File: config.mk
export PLATFORM = sky130hd
export DESIGN_NAME = cpu_top
export DESIGN_NICKNAME = d
export VERILOG_FILES = /design/src/design/cpu_pkg.sv /design/src/design/cpu_ctrl.sv /design/src/design/cpu_regs.sv /design/src/design/cpu_alu.sv /design/src/design/cpu_ramctl.sv /design/src/design/cpu_top.sv
export VERILOG_INCLUDE_DIRS = /design/src /design/src/design
export SDC_FILE = /design/constraint.sdc
export NUM_CORES = 1
export LEC_CHECK = 0
export BUFFER_PORTS_ARGS = -buffer_cell sky130_fd_sc_hd__buf_2
export CORE_MARGIN = 1
export CORE_UTILIZATION = 55
export CTS_BUF_LIST = sky130_fd_sc_hd__clkbuf_4
export CTS_CLUSTER_SIZE = 10
export DETAILED_ROUTE_END_ITERATION = 10
export PLACE_DENSITY = 0.82
export SLEW_MARGIN = 5
export SYNTH_ARGS = -nofsm -noshare
export SYNTH_HDL_FRONTEND = slang
export SYNTH_HIERARCHICAL = 1
export SYNTH_SLANG_ARGS = --single-unit
File: constraint.sdc
create_clock -name clk -period 4.12 [get_ports clk]
set_clock_uncertainty 0.15 [all_clocks]
set_input_delay 0.412 -clock clk [delete_from_list [all_inputs] [get_ports clk]]
set_output_delay 0.412 -clock clk [all_outputs]
set_load 0.05 [all_outputs]
File: src/design/cpu_params.svh
// CPU core parameters
// reset vector, data bank and register count for the 16-bit core

`ifndef CPU_PARAMS_SVH
`define CPU_PARAMS_SVH

// first fetch address after reset
`define CPU_PC_RSTVAL 24'h000100

// upper address byte for LD, ST and STB accesses
`define CPU_DATA_BANK 8'h01

// WA, BC, DE, HL, IX, IY, IZ, SP
`define CPU_NREGS 8

`endif

File: src/design/cpu_pkg.sv
// CPU core package
// data types, opcodes, ALU operations and bus structs of the 16-bit core

`default_nettype none

package cpu_pkg;

    typedef logic [15:0] word_t;
    typedef logic [23:0] addr_t;
    // 0 WA, 1 BC, 2 DE, 3 HL, 4 IX, 5 IY, 6 IZ, 7 SP
    typedef logic [2:0]  reg_sel_t;

    // codes 8 to 15 run as NOP
    typedef enum logic [3:0] {
        NOP = 4'd0, LDI = 4'd1, ALU = 4'd2, LD   = 4'd3,
        ST  = 4'd4, STB = 4'd5, JR  = 4'd6, HALT = 4'd7
    } opcode_e;

    // taken from low[2:0] of an ALU instruction, 6 and 7 add
    typedef enum logic [2:0] {
        ADD = 3'd0, SUB = 3'd1, AND = 3'd2, OR = 3'd3, XOR = 3'd4, CP = 3'd5
    } alu_op_e;

    typedef enum logic [1:0] {
        COND_ALWAYS = 2'd0, COND_Z = 2'd1, COND_NZ = 2'd2, COND_C = 2'd3
    } cond_e;

    typedef struct packed {
        opcode_e    op;
        reg_sel_t   dst;
        reg_sel_t   src;
        logic [5:0] low;
    } instr_t;

    typedef struct packed {
        logic s;
        logic z;
        logic v;
        logic c;
    } flags_t;

    typedef enum logic [1:0] {FETCH, EXEC, MEM, HALTED} ctrl_state_e;

    typedef struct packed {
        logic     we;
        reg_sel_t sel;
        word_t    data;
    } reg_wr_t;

endpackage

`default_nettype wire

File: src/design/cpu_ctrl.sv
// CPU controller
// fetch/execute FSM with program counter, instruction register,
// decode, jump condition and register write-back selection

`timescale 1ns/10ps
`default_nettype none

`include "cpu_params.svh"

module cpu_ctrl (
    input  wire                   clk,
    input  wire                   reset,
    input  wire                   cen,
    input  wire cpu_pkg::word_t   din,
    input  wire cpu_pkg::word_t   alu_dout,
    input  wire cpu_pkg::flags_t  flags,
    output cpu_pkg::addr_t        pc,
    output cpu_pkg::ctrl_state_e  state,
    output cpu_pkg::opcode_e      op_kind,
    output cpu_pkg::alu_op_e      alu_op,
    output logic                  flag_we,
    output cpu_pkg::reg_sel_t     rd_sel_a,
    output cpu_pkg::reg_sel_t     rd_sel_b,
    output cpu_pkg::reg_wr_t      reg_wr,
    output logic                  halted
);

    cpu_pkg::instr_t  ir;
    cpu_pkg::word_t   ir_word;
    cpu_pkg::cond_e   cond;
    logic [7:0]       disp;
    logic             taken;
    cpu_pkg::addr_t   jr_target;

    // decode
    assign ir_word  = ir;
    assign op_kind  = ir.op;
    assign alu_op   = cpu_pkg::alu_op_e'(ir.low[2:0]);
    assign rd_sel_a = ir.dst;
    assign rd_sel_b = ir.src;
    assign cond     = cpu_pkg::cond_e'(ir.dst[1:0]);
    assign disp     = ir_word[7:0];
    assign flag_we  = (state == cpu_pkg::EXEC) && (ir.op == cpu_pkg::ALU);
    assign halted   = (state == cpu_pkg::HALTED);

    // displacement counts words, pc already points past the JR
    assign jr_target = pc + {{15{disp[7]}}, disp, 1'b0};

    always_comb begin
        case (cond)
            cpu_pkg::COND_Z:  taken = flags.z;
            cpu_pkg::COND_NZ: taken = !flags.z;
            cpu_pkg::COND_C:  taken = flags.c;
            default:          taken = 1'b1;
        endcase
    end

    // write-back source: immediate, ALU result or load data
    always_comb begin
        reg_wr      = '0;
        reg_wr.sel  = ir.dst;
        reg_wr.data = alu_dout;
        if (state == cpu_pkg::EXEC) begin
            if (ir.op == cpu_pkg::LDI) begin
                reg_wr.we   = 1'b1;
                reg_wr.data = {8'h00, ir_word[7:0]};
            end else if (ir.op == cpu_pkg::ALU) begin
                // compare only touches the flags
                reg_wr.we = (alu_op != cpu_pkg::CP);
            end
        end else if (state == cpu_pkg::MEM && ir.op == cpu_pkg::LD) begin
            reg_wr.we   = 1'b1;
            reg_wr.data = din;
        end
    end

    always_ff @(posedge clk) begin
        if (cen && state == cpu_pkg::FETCH) begin
            ir <= din;
        end
    end

    always_ff @(posedge clk) begin
        if (reset) begin
            state <= cpu_pkg::FETCH;
            pc    <= `CPU_PC_RSTVAL;
        end else if (cen) begin
            case (state)
                cpu_pkg::FETCH: begin
                    pc    <= pc + 24'd2;
                    state <= cpu_pkg::EXEC;
                end
                cpu_pkg::EXEC: begin
                    case (ir.op)
                        cpu_pkg::LD, cpu_pkg::ST, cpu_pkg::STB: state <= cpu_pkg::MEM;
                        cpu_pkg::HALT: state <= cpu_pkg::HALTED;
                        cpu_pkg::JR: begin
                            if (taken) begin
                                pc <= jr_target;
                            end
                            state <= cpu_pkg::FETCH;
                        end
                        default: state <= cpu_pkg::FETCH;
                    endcase
                end
                cpu_pkg::MEM: state <= cpu_pkg::FETCH;
                default:      state <= cpu_pkg::HALTED;
            endcase
        end
    end

    // only reset leaves the halted state
    halt_sticky: assert property (@(posedge clk) disable iff (reset) halted |=> halted)
        else $error("halted fell without reset");

endmodule

`default_nettype wire

File: src/design/cpu_regs.sv
// CPU register bank
// eight 16-bit registers, two read ports, one write port
// and a byte-wide dump port for inspection

`timescale 1ns/10ps
`default_nettype none

`include "cpu_params.svh"

module cpu_regs (
    input  wire                     clk,
    input  wire                     reset,
    input  wire                     cen,
    input  wire cpu_pkg::reg_sel_t  rd_sel_a,
    input  wire cpu_pkg::reg_sel_t  rd_sel_b,
    input  wire cpu_pkg::reg_wr_t   reg_wr,
    input  wire [3:0]               dmp_addr,
    output cpu_pkg::word_t          rd_a,
    output cpu_pkg::word_t          rd_b,
    output logic [7:0]              dmp_dout
);

    cpu_pkg::word_t [`CPU_NREGS-1:0] regs;
    cpu_pkg::word_t                  dmp_word;

    assign rd_a = regs[rd_sel_a];
    assign rd_b = regs[rd_sel_b];

    // register in bits 3..1, bit 0 picks the high byte
    assign dmp_word = regs[dmp_addr[3:1]];
    assign dmp_dout = dmp_addr[0] ? dmp_word[15:8] : dmp_word[7:0];

    always_ff @(posedge clk) begin
        if (reset) begin
            regs <= '0;
        end else if (cen && reg_wr.we) begin
            regs[reg_wr.sel] <= reg_wr.data;
        end
    end

    // register contents hold while the clock enable is low
    regs_hold: assert property (@(posedge clk) !reset && !cen |=> $stable(regs))
        else $error("register bank changed with cen low");

endmodule

`default_nettype wire

File: src/design/cpu_alu.sv
// CPU ALU
// combinational add, subtract, logic and compare on 16 bits
// with a flags register loaded on request from the controller

`timescale 1ns/10ps
`default_nettype none

module cpu_alu (
    input  wire                    clk,
    input  wire                    reset,
    input  wire                    cen,
    input  wire cpu_pkg::alu_op_e  op,
    input  wire cpu_pkg::word_t    a,
    input  wire cpu_pkg::word_t    b,
    input  wire                    flag_we,
    output cpu_pkg::word_t         dout,
    output cpu_pkg::flags_t        flags
);

    logic [16:0]      sum;
    cpu_pkg::word_t   res;
    logic             carry;
    logic             ovf;
    cpu_pkg::flags_t  nx_flags;

    always_comb begin
        sum   = '0;
        res   = '0;
        carry = 1'b0;
        ovf   = 1'b0;
        case (op)
            cpu_pkg::SUB, cpu_pkg::CP: begin
                // bit 16 is the borrow
                sum   = {1'b0, a} - {1'b0, b};
                res   = sum[15:0];
                carry = sum[16];
                ovf   = (a[15] != b[15]) && (res[15] != a[15]);
            end
            cpu_pkg::AND: res = a & b;
            cpu_pkg::OR:  res = a | b;
            cpu_pkg::XOR: res = a ^ b;
            default: begin
                sum   = {1'b0, a} + {1'b0, b};
                res   = sum[15:0];
                carry = sum[16];
                ovf   = (a[15] == b[15]) && (res[15] != a[15]);
            end
        endcase
    end

    assign dout = res;

    always_comb begin
        nx_flags.s = res[15];
        nx_flags.z = (res == 16'h0000);
        nx_flags.v = ovf;
        nx_flags.c = carry;
    end

    always_ff @(posedge clk) begin
        if (reset) begin
            flags <= '0;
        end else if (cen && flag_we) begin
            flags <= nx_flags;
        end
    end

    flag_we_known: assert property (@(posedge clk) disable iff (reset) !$isunknown(flag_we))
        else $error("flag_we unknown");

endmodule

`default_nettype wire

File: src/design/cpu_ramctl.sv
// CPU memory controller
// picks the fetch or data address and steers store data onto the byte lanes

`timescale 1ns/10ps
`default_nettype none

`include "cpu_params.svh"

module cpu_ramctl (
    input  wire                        cen,
    input  wire cpu_pkg::ctrl_state_e  state,
    input  wire cpu_pkg::opcode_e      op_kind,
    input  wire cpu_pkg::addr_t        pc,
    input  wire cpu_pkg::word_t        rd_a,
    input  wire cpu_pkg::word_t        rd_b,
    output cpu_pkg::addr_t             addr,
    output cpu_pkg::word_t             dout,
    output logic [1:0]                 we
);

    logic data_cycle;
    logic st_word;
    logic st_byte;

    assign data_cycle = (state == cpu_pkg::MEM);
    assign st_word    = data_cycle && (op_kind == cpu_pkg::ST);
    assign st_byte    = data_cycle && (op_kind == cpu_pkg::STB);

    // src register addresses data inside the fixed bank
    assign addr = data_cycle ? {`CPU_DATA_BANK, rd_b} : pc;

    // byte stores repeat the low byte on both lanes
    assign dout = st_byte ? {2{rd_a[7:0]}} : rd_a;

    always_comb begin
        we = 2'b00;
        if (cen) begin
            if (st_word) begin
                we = 2'b11;
            end else if (st_byte) begin
                we = addr[0] ? 2'b10 : 2'b01;
            end
        end
    end

    always_comb begin
        byte_lane: assert (!(st_byte && we == 2'b11))
            else $error("byte store drove both lanes");
    end

endmodule

`default_nettype wire

File: src/design/cpu_top.sv
// 16-bit CPU core top level
// controller, register bank, ALU and memory controller on a
// 24-bit address / 16-bit data bus with a register dump port

`timescale 1ns/10ps
`default_nettype none

module cpu_top (
    input  wire                   clk,
    input  wire                   reset,
    input  wire                   cen,
    input  wire cpu_pkg::word_t   din,
    input  wire [3:0]             dmp_addr,
    output cpu_pkg::addr_t        addr,
    output cpu_pkg::word_t        dout,
    output logic [1:0]            we,
    output logic                  halted,
    output logic [7:0]            dmp_dout
);

    cpu_pkg::addr_t        pc;
    cpu_pkg::ctrl_state_e  state;
    cpu_pkg::opcode_e      op_kind;
    cpu_pkg::alu_op_e      alu_op;
    logic                  flag_we;
    cpu_pkg::reg_sel_t     rd_sel_a, rd_sel_b;
    cpu_pkg::reg_wr_t      reg_wr;
    cpu_pkg::word_t        rd_a, rd_b, alu_dout;
    cpu_pkg::flags_t       flags;

    cpu_ctrl u_ctrl (
        .clk      ( clk      ), .reset    ( reset    ), .cen      ( cen      ),
        .din      ( din      ), .alu_dout ( alu_dout ), .flags    ( flags    ),
        .pc       ( pc       ), .state    ( state    ), .op_kind  ( op_kind  ),
        .alu_op   ( alu_op   ), .flag_we  ( flag_we  ), .rd_sel_a ( rd_sel_a ),
        .rd_sel_b ( rd_sel_b ), .reg_wr   ( reg_wr   ), .halted   ( halted   )
    );

    cpu_regs u_regs (
        .clk      ( clk      ), .reset    ( reset    ), .cen      ( cen      ),
        .rd_sel_a ( rd_sel_a ), .rd_sel_b ( rd_sel_b ), .reg_wr   ( reg_wr   ),
        .dmp_addr ( dmp_addr ), .rd_a     ( rd_a     ), .rd_b     ( rd_b     ),
        .dmp_dout ( dmp_dout )
    );

    cpu_alu u_alu (
        .clk   ( clk   ), .reset   ( reset   ), .cen  ( cen      ),
        .op    ( alu_op), .a       ( rd_a    ), .b    ( rd_b     ),
        .flag_we ( flag_we ), .dout ( alu_dout ), .flags ( flags )
    );

    cpu_ramctl u_ramctl (
        .cen   ( cen   ), .state ( state ), .op_kind ( op_kind ),
        .pc    ( pc    ), .rd_a  ( rd_a  ), .rd_b    ( rd_b    ),
        .addr  ( addr  ), .dout  ( dout  ), .we      ( we      )
    );

endmodule

`default_nettype wire

# After elaboration in Yosys (flattened, before gate mapping)
# Index checks and enable logic that the tools add are counted.
word_totals:
  out_inout_bits: 51
  memories: 0
  romBits: 0
  mem_bits_rw: 0
  regBits: 172
  wordCells: 95
  latch_bits: 0
op_classes:
  n_div: 0
  order_cmp: 4
  mux: 31
  n_mul: 0
  reduce_logical: 16
  bitwise_logic: 3
  n_addsub: 4
  shift: 0
  eq_ne: 21
ops:
  columns: ["operator", "n"]
  rows:
  - ["16-bit binary-select mux with 3-bit select", 3]
  - ["128-bit bitwise mux", 1]
  - ["16-bit 2-to-1 mux", 8]
  - ["24-bit 2-to-1 mux", 3]
  - ["16-bit one-hot mux with 4 select lines", 1]
  - ["16-bit demux with 3-bit select", 1]
  - ["24-bit one-hot mux with 2 select lines", 1]
  - ["24-bit by 2-bit adder with 24-bit output (second input constant)", 1]
  - ["24-bit adder", 1]
  - ["16-bit by 16-bit adder with 17-bit output", 1]
  - ["16-bit by 16-bit subtractor with 17-bit output", 1]
  - ["16-bit bitwise AND", 1]
  - ["4-bit by 3-bit equality test with 1-bit output (second input constant)", 4]
  - ["16-bit zero test", 1]
  - ["16-bit OR", 1]
  - ["16-bit XOR", 1]
  - ["3-bit by 4-bit less-than comparator with 1-bit output (second input constant)", 3]
  - ["2-bit equality test (second input constant)", 4]
  - ["4-bit by 2-bit equality test with 1-bit output (second input constant)", 2]
  - ["1-bit logical AND", 8]
  - ["2-bit 2-to-1 mux", 4]
  - ["8-bit 2-to-1 mux", 1]
  - ["3-bit by 2-bit equality test with 1-bit output (second input constant)", 2]
  - ["3-bit equality test (second input constant)", 2]
  - ["other kinds (18)", 23]

# Longest topological paths before layout
logic_depth:
  word_depth: 7
  mapped_depth: 23

# Modules after synthesis
# Netlist, hierarchy kept.
modules_own_cells:
  columns: ["mod", "n_inst", "cells_per_inst", "area_each_um2"]
  rows:
  - ["cpu_regs", 1, 794, 8107.8]
  - ["cpu_alu", 1, 429, 2947.8]
  - ["cpu_ctrl", 1, 331, 2834.0]
  - ["cpu_ramctl", 1, 52, 470.5]

# Worst setup path after synthesis
# Ideal clock, no wire load.
synth_timing:
  path_type: "reg-to-reg"
  from: "register u_ctrl.ir, in the netlist u_ctrl/rd_sel_b[1]"
  to: "register u_regs/regs[15] in the netlist's numbering"
  setup_ns: 0.132
  t_arrival_ns: 4.036
  path_slack_ns: -0.197
  path_stages_with_launch: 23
  cell_sequence: "edfxtp_1 > buf_4 > buf_6 > buf_12 > mux4_1 > mux2_2 > inv_1 > ha_1 > buf_6 > nor2_2 > a41oi_1 > a2111oi_2 > nor4b_2 > or2_1 > o221ai_1 > o311a_1 > inv_1 > buf_4 > mux2i_1 > nor2_1 > clkbuf_1 > nand3_1 > a21oi_1"
synth_rtl:
  columns: ["item", "line", "text"]
  rows:
  - ["start: declaration", "cpu_ctrl.sv:28", "cpu_pkg::instr_t ir;"]
  - ["start signal: assignment", "cpu_ctrl.sv:79", "ir <= din;"]
  - ["end signal: indexed assignment", "cpu_regs.sv:37", "regs[reg_wr.sel] <= reg_wr.data;"]
  - ["end: declaration", "cpu_regs.sv:23", "cpu_pkg::word_t [`CPU_NREGS-1:0] regs;"]

==> run metrics <==
clock latency on the worst-skew pair=a little over 600 ps; post-route DRC violation count=0; n_diodes=0; num rows=58; FF/Latch Area=0.003583 mm^2; core area=0.02533 mm^2; dpl cells=around 2,000; clock sinks=171; CP endpoint kind=flop; VDD IR max=approximately 0.28 mV; Final #Nets=1,862; Root Buffer=clkbuf_4; Hold Crit Endpoint=u_ctrl/pc[3]; antenna-violating nets left=0; Fillers=between 1,500 and 2,000; share of cells above drive strength 1=36.57%; critical path class=flop to flop; initial cell density of the core=56.32%; setup_tns=-15,110 ps; Worst EP arrival=between 4000 and 5000 ps; status=finished, violations left; H-tree levels=4; Worst Tran Pin Value=about 1400 ps; worst r2r src=u_ctrl/rd_sel_a[1]; CP peak stage delay=570 ps; Post-Synthesis Cell Area=approximately 0.014 mm^2; full die area=between 0.02 and 0.03 mm^2; syn_area_per_cell=just under 9 um^2; WL/cell=around 25 um; worst reg2reg endpoint=u_regs/regs[127]; min Tclk post-route=4510 ps; Critical Path RT=4500 ps; Pleak=a little under 0.007 uW; Startpoint Class=flop; Reg clk slew, reported paths=about 190 ps; hold depth=2; Slew Viols, Final=0; GPL Wtd Cong=approximately 1; Port Buffers=73; flop2flop setup slack=-390 ps; failing checks=setup timing; hold crit path type=flop to flop; initial DRC count=~2,500; final wirelength=around 53,000 um; Syn Nets=about 1,700; final setup violation count=66; crit-path cells=buf_6 -> buf_4 -> mux4_1 -> mux2_2 -> inv_1 -> ha_4 -> buf_6 -> a21oi_1 -> o21ai_1 -> o21ai_2 -> a211oi_1 -> or3_1 -> o311a_1 -> inv_1 -> mux2i_1 -> nor2_1 -> buf_6 -> nand3_1 -> a21oi_1; Final Power=between 3000 and 4000 uW; global-route wire length before repair=79,270 um; antenna violations before repair=0; synthesis-to-layout area growth=23.68%; synthesized instance count=1,596; via count=15,180; clock buffer depth=2; max_cap viols=0; Final period util=109.5%; footprint of the multi-input gates=between 0.01 and 0.015 mm^2; Peak Freq=between 200 and 250 MHz; RSZ-0062 raised after global routing=yes; Ys Warns=6; R2R depth=19; dpl hpwl=~35,000 um; vias per inst=7.146; gr usage total=38.84%; Setup WS post-layout=-390.4 ps; largest net degree at the start of global routing=74; vias in the first global route=around 14,000; die height=around 160 um; most used cell, CP=buf_6; Pwr Density=201.0 mW/mm^2; Hold Startpoint=u_ctrl/pc[3]; CP max stage cell=mux4_1; CTS tree=yes; die width=roughly 160 um; Overflow after GRT=0; worst-path fanout max=10; CTS buffer count=17; IO Pins=between 70 and 80; post-layout util=between 60% and 70%; Final Non-Filler Cells=2,124; Slew headroom=8.502%; Final Hold Vio Count=0; pre-CTS WS=-458.5 ps; first drt pass iteration count=6
[placed cells by master (no fill, tap or decap), types with 15 or more instances in the layout]
cell / count
nor3_1: 15
clkbuf_4: 17
mux4_2: 50
nor2_1: 60
a21oi_2: 32
inv_1: 47
buf_6: 27
mux2_4: 19
nor2b_1: 17
and2_1: 17
xnor2_1: 16
o21ai_0: 161
nand2_1: 64
nand3_1: 100
buf_4: 215
a21oi_1: 153
ha_1: 36
buf_2: 72
mux4_1: 46
mux2_2: 39
nand3_2: 41
dfxtp_1: 155
a22oi_1: 33
edfxtp_1: 16
dlygate4sd3_1: 18
[final cells by class]
class | instances | area share [%]
sequential | 171 | 20.31
clock buffer | 17 | 0.7233
tap | 330 | 2.340
multi-input combinational | 1187 | 58.94
clock inverter | 15 | 1.142
inverter | 60 | 1.319
timing repair buffer | 344 | 15.23
[what timing repair did]
| action | 4_1_cts | 5_1_grt |
|---|---|---|
| gates resized for setup | 167 | 81 |
| pin swaps | 62 | 55 |
| hold buffers | 18 | 0 |
| buffers inserted | 45 | 19 |
| setup endpoints to repair | 74 | 85 |
| cloned | 1 | 0 |
| hold endpoints to repair | 19 | 0 |
[worst max-delay path by stage]
stage / end / depth (start not counted) / from
global route: u_regs/regs[11] / 21 / u_ctrl/rd_sel_b[1]
detailed placement: u_regs/regs[63] / 19 / u_ctrl/rd_sel_a[1]
finish: u_regs/regs[127] / 19 / u_ctrl/rd_sel_a[1]
floorplan: u_regs/regs[30] / 18 / u_ctrl/rd_sel_b[1]
global placement: u_regs/regs[59] / 17 / u_ctrl/rd_sel_a[0]
CTS: u_regs/regs[127] / 21 / u_ctrl/rd_sel_a[0]
[metal layers]
metal  up-vias  GRT usage (%)  share of wire (%)
met2      1359          59.07                 44
met4         0          22.26                6.0
met3       297          9.904                 14
met5         -              0                  0
met1      7147          50.05                 36
li1       6376              -                  -
[power by group]
group          switching, uW  total (uW)  internal (uW)
Sequential              27.9        1730           1700
Combinational            450         699            249
Clock                    718        1120            398
[sequential cells by signal, indices dropped and copies added (netlist names)]
signal and cells:
u_regs/regs 128, u_ctrl/pc 23, u_ctrl/op_kind 4, u_ctrl/alu_op 3
u_ctrl/disp 3, u_ctrl/rd_sel_a 3, u_ctrl/rd_sel_b 3, u_alu/flags 2
u_ctrl/state 2
[through the flow]
stage / hold WS, ps / instance area (um^2)
3_3_place_gp: 323.5 / 15590
2_1_floorplan: 296.7 / 14300
3_5_place_dp: 321.1 / 15590
5_1_grt: 351.2 / 17640
6_report: 343.0 / 17640
4_1_cts: 342.2 / 17150
[critical path, delay by kind of cell (launching register included)]
family | cells | cell delay (ps)
and+or+nand+nor | 3 | 540
adders and majority gates | 1 | 230
muxes | 3 | 960
AOI/OAI and AO/OA | 6 | 1140
buffers and inverters | 6 | 910
DFF | 1 | 480
(Power assumes the default switching activity.)
